$ cat src/cache_params.svh
// Shared width, geometry and timing macros for the two-port memory subsystem
// Addresses are scaled to 16 bits so the backing store fits in simulation
`ifndef CACHE_PARAMS_SVH
`define CACHE_PARAMS_SVH

// Data word and cache line widths
`define WORD_W 64
`define LINE_W 512

// Byte address split into tag, index and line offset
`define ADDR_W 16
`define OFF_W 6
`define IDX_W 4
`define TAG_W (`ADDR_W - `IDX_W - `OFF_W)

// Direct-mapped geometry, one line per index
`define NUM_LINES 16

// Backing store size in lines
`define MEM_LINES 1024

// Cycles from a memory accept to its valid pulse
`define MEM_LATENCY 4

`endif

$ cat src/cache_pkg.sv
// State types shared by the cache controller, the arbiter and the memory

package cache_pkg;

  // Cache controller
  typedef enum logic [2:0] {
    C_IDLE,
    C_LOOKUP,
    C_REQ_BUS,
    C_FILL,
    C_DONE
  } cache_state_e;

  // Arbiter, either waiting for a pending port or serving one
  typedef enum logic {
    ARB_IDLE,
    ARB_BUSY
  } arb_state_e;

  // Main memory, counting down its fixed latency in MEM_WAIT
  typedef enum logic {
    MEM_IDLE,
    MEM_WAIT
  } mem_state_e;

endpackage

$ cat src/mem_arbiter.sv
// Round-robin arbiter between two caches and one main memory
// Latches request pulses and steers the memory answer to the port it serves
`timescale 1ns/1ps
`include "cache_params.svh"

module mem_arbiter import cache_pkg::*; (
  input  logic               clk,
  input  logic               rst,

  // Port 0
  input  logic               req0,
  input  logic [`ADDR_W-1:0] addr0,
  input  logic [`WORD_W-1:0] wdata0,
  input  logic               wr_en0,
  output logic               valid0,

  // Port 1
  input  logic               req1,
  input  logic [`ADDR_W-1:0] addr1,
  input  logic [`WORD_W-1:0] wdata1,
  input  logic               wr_en1,
  output logic               valid1,

  // Shared line data for both ports
  output logic [`LINE_W-1:0] rdata,

  // Memory side
  output logic               mem_req,
  output logic [`ADDR_W-1:0] mem_addr,
  output logic [`WORD_W-1:0] mem_wdata,
  output logic               mem_wr_en,
  input  logic [`LINE_W-1:0] mem_rdata,
  input  logic               mem_valid
);

  arb_state_e state;

  logic               pend0;
  logic               pend1;
  logic [`ADDR_W-1:0] addr_q0;
  logic [`ADDR_W-1:0] addr_q1;
  logic [`WORD_W-1:0] wdata_q0;
  logic [`WORD_W-1:0] wdata_q1;
  logic               wr_q0;
  logic               wr_q1;

  logic               owner;
  logic               last;
  logic               grant;
  logic               pick;

  assign grant = (state == ARB_IDLE) && (pend0 || pend1);
  // On a tie the port served last yields
  assign pick  = (pend0 && pend1) ? ~last : pend1;

  assign rdata  = mem_rdata;
  assign valid0 = mem_valid && (state == ARB_BUSY) && !owner;
  assign valid1 = mem_valid && (state == ARB_BUSY) && owner;

  always_ff @(posedge clk) begin
    if (rst) begin
      state     <= ARB_IDLE;
      pend0     <= 1'b0;
      pend1     <= 1'b0;
      owner     <= 1'b0;
      last      <= 1'b1;
      mem_req   <= 1'b0;
      mem_wr_en <= 1'b0;
    end else begin
      mem_req <= 1'b0;
      if (grant && !pick) begin
        pend0 <= 1'b0;
      end
      if (grant && pick) begin
        pend1 <= 1'b0;
      end
      if (req0) begin
        pend0 <= 1'b1;
      end
      if (req1) begin
        pend1 <= 1'b1;
      end

      case (state)
        ARB_IDLE: begin
          if (grant) begin
            mem_req   <= 1'b1;
            mem_wr_en <= pick ? wr_q1 : wr_q0;
            owner     <= pick;
            last      <= pick;
            state     <= ARB_BUSY;
          end
        end
        ARB_BUSY: begin
          if (mem_valid) begin
            mem_wr_en <= 1'b0;
            state     <= ARB_IDLE;
          end
        end
        default: begin
          state <= ARB_IDLE;
        end
      endcase
    end
  end

  always_ff @(posedge clk) begin
    if (req0) begin
      addr_q0  <= addr0;
      wdata_q0 <= wdata0;
      wr_q0    <= wr_en0;
    end
    if (req1) begin
      addr_q1  <= addr1;
      wdata_q1 <= wdata1;
      wr_q1    <= wr_en1;
    end
    if (grant) begin
      mem_addr  <= pick ? addr_q1 : addr_q0;
      mem_wdata <= pick ? wdata_q1 : wdata_q0;
    end
  end

  assert property (@(posedge clk) disable iff (rst) !(valid0 && valid1));

  // A cache waits for its answer before it asks again
  assert property (@(posedge clk) disable iff (rst) req0 |-> !pend0);
  assert property (@(posedge clk) disable iff (rst) req1 |-> !pend1);

endmodule

$ cat config.mk
export PLATFORM = sky130hd
export DESIGN_NAME = mem_arbiter
export DESIGN_NICKNAME = d
export VERILOG_FILES = /design/src/cache_pkg.sv /design/src/mem_arbiter.sv
export VERILOG_INCLUDE_DIRS = /design/src
export SDC_FILE = /design/constraint.sdc
export NUM_CORES = 1
export LEC_CHECK = 0
export ABC_AREA = 1
export BUFFER_PORTS_ARGS = -buffer_cell sky130_fd_sc_hd__buf_2
export CAP_MARGIN = 5
export CORE_AREA = 2 2 503 505
export CTS_BUF_LIST = sky130_fd_sc_hd__clkbuf_4
export CTS_CLUSTER_SIZE = 14
export DETAILED_ROUTE_END_ITERATION = 8
export DIE_AREA = 0 0 505 507
export PLACE_DENSITY_LB_ADDON = 0.05
export SYNTH_ARGS = -nofsm -noshare
export SYNTH_HDL_FRONTEND = slang
export SYNTH_SLANG_ARGS = --single-unit
export TNS_END_PERCENT = 10
$ cat constraint.sdc
create_clock -name clk -period 4.73 [get_ports clk]
set_input_delay 0.2365 -clock clk [delete_from_list [all_inputs] [get_ports clk]]
set_output_delay 0.2365 -clock clk [all_outputs]
set_load 0.05 [all_outputs]
---- Word level (Yosys, flattened, before mapping) ----
Cells that the tools add are included.
operators by class
  eq/ne operators ......................... 2
  reductions and logical operators ........ 15
  mux-type cells .......................... 14
  bitwise operators ....................... 2
operator list
  kind                                   count
  64-bit two-way mux                     1
  16-bit two-way mux                     1
  1-bit two-way mux                      10
  1-bit logical AND                      7
  2-bit != test (second input constant)  2
  1-bit case mux with 2 select lines     2
  2-bit AND reduction                    2
  2-bit nonzero test                     2
  1-bit logical NOT                      2
  1-bit inverter                         2
  2-bit OR reduction                     1
  1-bit logical OR                       1
storage, ports and cells
  register bits after elaboration ......... 249
  bits of input ports ..................... 679
  output and inout port bits .............. 596

---- Depth between registers and ports, before layout ----
  depth in word-level cells ............... 6
  gate-level depth with buffers ........... 7
  depth with buffers taken out ............ 6

---- Least setup slack after synthesis ----
Ideal clock, no wire load.
  path kind ............................... reg-to-reg
  from .................................... register pend1
  to ...................................... register mem_wr_en
  setup time .............................. 0.056 ns
  path buffers ............................ 0
  arrival time ............................ 4.321 ns
  cell stages (with the launch flop) ...... 7
  period minus slack after synthesis ...... 4.378 ns
  setup slack ............................. 0.352 ns
  cell sequence ........................... dfxtp_1 > nor2_1 > nor2_1 > nand3_1 > nand3_1 > nand2_1 > inv_1
between the ends
  elaborated cells between the ends (all ways) .. 9
RTL lines
  what                                  line               source
  from (decl)                           mem_arbiter.sv:39  logic pend1;
  from (signal assigned)                mem_arbiter.sv:64  pend1 <= 1'b0;
  from (signal assigned)                mem_arbiter.sv:75  pend1 <= 1'b0;
  from (signal assigned)                mem_arbiter.sv:81  pend1 <= 1'b1;
  1-bit logical OR                      mem_arbiter.sv:52  assign grant = (state == ARB_IDLE) && (pend0 || pend1);
  1-bit logical AND                     mem_arbiter.sv:52
  named net grant                       mem_arbiter.sv:49  logic grant;
  2-bit != test (no source line)        n/a
  2-bit AND reduction (no source line)  n/a
  to (signal assigned)                  mem_arbiter.sv:88  mem_wr_en <= pick ? wr_q1 : wr_q0;
  to (decl)                             mem_arbiter.sv:31  output logic mem_wr_en,
The timed path passes the listed nets, and every way through them passes these cells. The select of a mux whose other input is x is not followed.
A chain may end at the register's enable or synchronous reset.

---- Worst setup path in the final report ----
  from .................................... register pend0
  to ...................................... register mem_wdata[53], data pin
between the ends
  longest elaborated chain between the ends .. 3
RTL lines
  what                    line                source
  from (decl)             mem_arbiter.sv:38   logic pend0;
  from (signal assigned)  mem_arbiter.sv:63   pend0 <= 1'b0;
  from (signal assigned)  mem_arbiter.sv:72   pend0 <= 1'b0;
  from (signal assigned)  mem_arbiter.sv:78   pend0 <= 1'b1;
  1-bit logical AND       mem_arbiter.sv:54   assign pick = (pend0 && pend1) ? ~last : pend1;
  1-bit two-way mux       mem_arbiter.sv:54
  64-bit two-way mux      mem_arbiter.sv:120  mem_wdata <= pick ? wdata_q1 : wdata_q0;
  to (signal assigned)    mem_arbiter.sv:120
  to (decl)               mem_arbiter.sv:30   output logic [`WORD_W-1:0] mem_wdata,
No other way between the ends.

==> qor.yml <==
route:
  drt_iter0_drc: 327
  vias: 8497
  drc: 0
  drtPass1Iterations: 4
  via_per_inst: 1.84
  routedWlPerCell_um: 38.1
  ant_nets: 0
  wirelength_mm: 176
floorplan:
  io_pins: 1275
  die_w_um: 505
  core_sq_mm: 0.250
  die_h_um: 507
  die_area_sq_mm: 0.256
  fp-row-count: 184
  start_util_pct: 4.96
clock_network:
  cts_resized: 0
  cts_setup_buffers: 0
  clk_latency_ns: 0.97
  clock-sinks: 249
  cts.path.max_buffers: 3
  cts_tree: "done"
  h-tree-depth: 3
  clk_pin_slew_ns: 0.06
  clk_root_buffer_cell: "clkbuf_4"
  hold_buffers: 305
  numCtsBuffers: 88
global_route:
  grt_pass1_wl_mm: 197
  antenna_found_initial: 58
  top_usage_layer: "met3"
  use_met1_pct: 5.33
  grt_overflow: 0
  grt_pass1_vias: 8801
  track_usage_pct: 13.2
  met3_usage_pct: 26.6
  grtUsageMet2_pct: 19.4
  grt_max_degree: 64
layout:
  areaGrowthSynthToFinish_pct: 47.0
  drive_above_1_share_pct: 32.6
  final_common_cell: "dlygate4sd3_1"
  final_cell_mix: "dlygate4sd3_1, nand2_1, buf_2, edfxtp_1, clkbuf_4"
  fill_cells: 29500
  postLayoutCoreUtil_pct: 7.29
  nNetsFinal: 1851
setup_path:
  crit_start: "pend0$_SDFFE_PP0P_"
  crit_path_max_fanout: 63
  cp_data_required_time_ns: 5.35
  startpoint_type: "flop"
  r2r-start: "pend0$_SDFFE_PP0P_"
  critPathArrivalTime_ns: 3.00
  worstSetupPathType: "reg -> reg"
  endpoint_kind: "flop"
logic_synthesis:
  yosysWarnings: 0
  yosys_register_bits: 249
  synth_fp_nets: 1729
  synth_area_sq_mm: 0.0124
  ys_seq_area_share_pct: 59.6
  syn_avg_cell_area_sq_um: 11.8
  ys_types: 15
  synth_cells: 1050
place:
  place.gp.congestion: 0.933
  place_hpwl_mm: 159
  port_buffers: 250
  place_ws_ns: 2.21
flow_run:
  maxCapViolCount: 0
hold_path:
  min-delay-start: "wdata0[44]"
  hp-class: "in -> reg"
timing:
  fmax_mhz: 420
  fin_ws_ns: 2.35
  slew_headroom_pct: 36.5
  rsz0062_at_grt: "no"
  finClkSkew_ns: 0.0885
  fin_crit_ns: 2.38
  worstMarginPinSlew_ns: 0.953
  setup_violations: 0
  slew_violations: 0
  hold_viol_final: 0
  fin_crit_sh_pct: 50.3
  finalSetupTns_ns: 0
power_and_ir_drop:
  p_leak_nw: 6.19
  ir_worst_vdd_uv: 130
  power.density_mw_per_mm2: 349
outcome:
  status: "finished, final reports clean"
[worst paths after layout]
check	slack (ns)	cells past startpoint	to
worst max-delay path	2.35	6	mem_wdata[53]$_DFFE_PP_
worst min-delay path	0.15	2	wdata_q0[44]$_DFFE_PP_
worst max register to register	2.35	6	mem_wdata[53]$_DFFE_PP_
worst min register to register	0.45	2	mem_wdata[58]$_DFFE_PP_
[flip-flops by register name (all words and copies together) (netlist names)]
signal,count
mem_wdata,64
wdata_q0,64
wdata_q1,64
addr_q0,16
addr_q1,16
mem_addr,16
last,1
mem_req,1
mem_wr_en,1
owner,1
pend0,1
pend1,1
state,1
wr_q0,1
wr_q1,1
[synthesized netlist by cell type, drive strengths merged]
cell / instances / area [sq um]
buf: 529 / 3990
nand2: 250 / 941
edfxtp: 242 / 7270
dfxtp: 7 / 140
nor2: 7 / 26.3
inv: 5 / 18.8
a21oi: 4 / 20.0
nand3: 3 / 15.0
and2: 1 / 6.26
nand4: 1 / 6.26
o21ai: 1 / 5.00
[critical path: stages, from the launching register on]
cell      delay [ns]
dfxtp_1         0.37
nand2_1         0.13
nand2_4         0.42
clkinv_2        0.51
buf_12          0.38
nand2_1         0.13
nand2_1         0.05
[logic make-up after synthesis]
group	after synthesis	share of synthesized area, %
buffers and inverters	534	32.2
and+or+nand+nor	262	8.00
DFF	249	59.6
AOI/OAI and AO/OA	5	0.201
[power by group]
part           leakage, nW  total [mW]  switching [mW]  internal (mW)
registers             2.42        2.77          0.0936           2.67
logic                 3.09       0.988           0.664          0.324
clock network        0.688        2.62            1.24           1.38
[per-layer routing]
layer,up-vias,part of all wire [%]
met5,-,0.57
met1,3494,14
li1,3253,-
met3,203,42
met2,1461,42
met4,86,1.0
[stage by stage]
step                hold slack, ns  power (mW)  area [sq um]  instances
floorplan                    0.306        4.38         12400       1050
global placement             0.414        3.65         14000       4125
detailed placement           0.415        3.64         14000       4125
CTS                        0.00119        6.68         18200       4588
global route                0.0460        6.80         18300       4610
finish                       0.153        6.37         18300       4613
[layout make-up]
| cell class | instances | area (sq um) | area share, % |
|---|---|---|---|
| Antenna cell | 25 | 62.6 | 0.342 |
| Tap cell | 3348 | 4190 | 22.9 |
| Timing Repair Buffer | 561 | 4400 | 24.1 |
| Clock buffer | 140 | 1050 | 5.75 |
| Inverter | 5 | 20.0 | 0.110 |
| Clock inverter | 18 | 101 | 0.555 |
| Sequential cell | 249 | 7410 | 40.5 |
| Multi-Input combinational cell | 267 | 1030 | 5.65 |
Note: power is estimated with default switching activity, not from simulation.
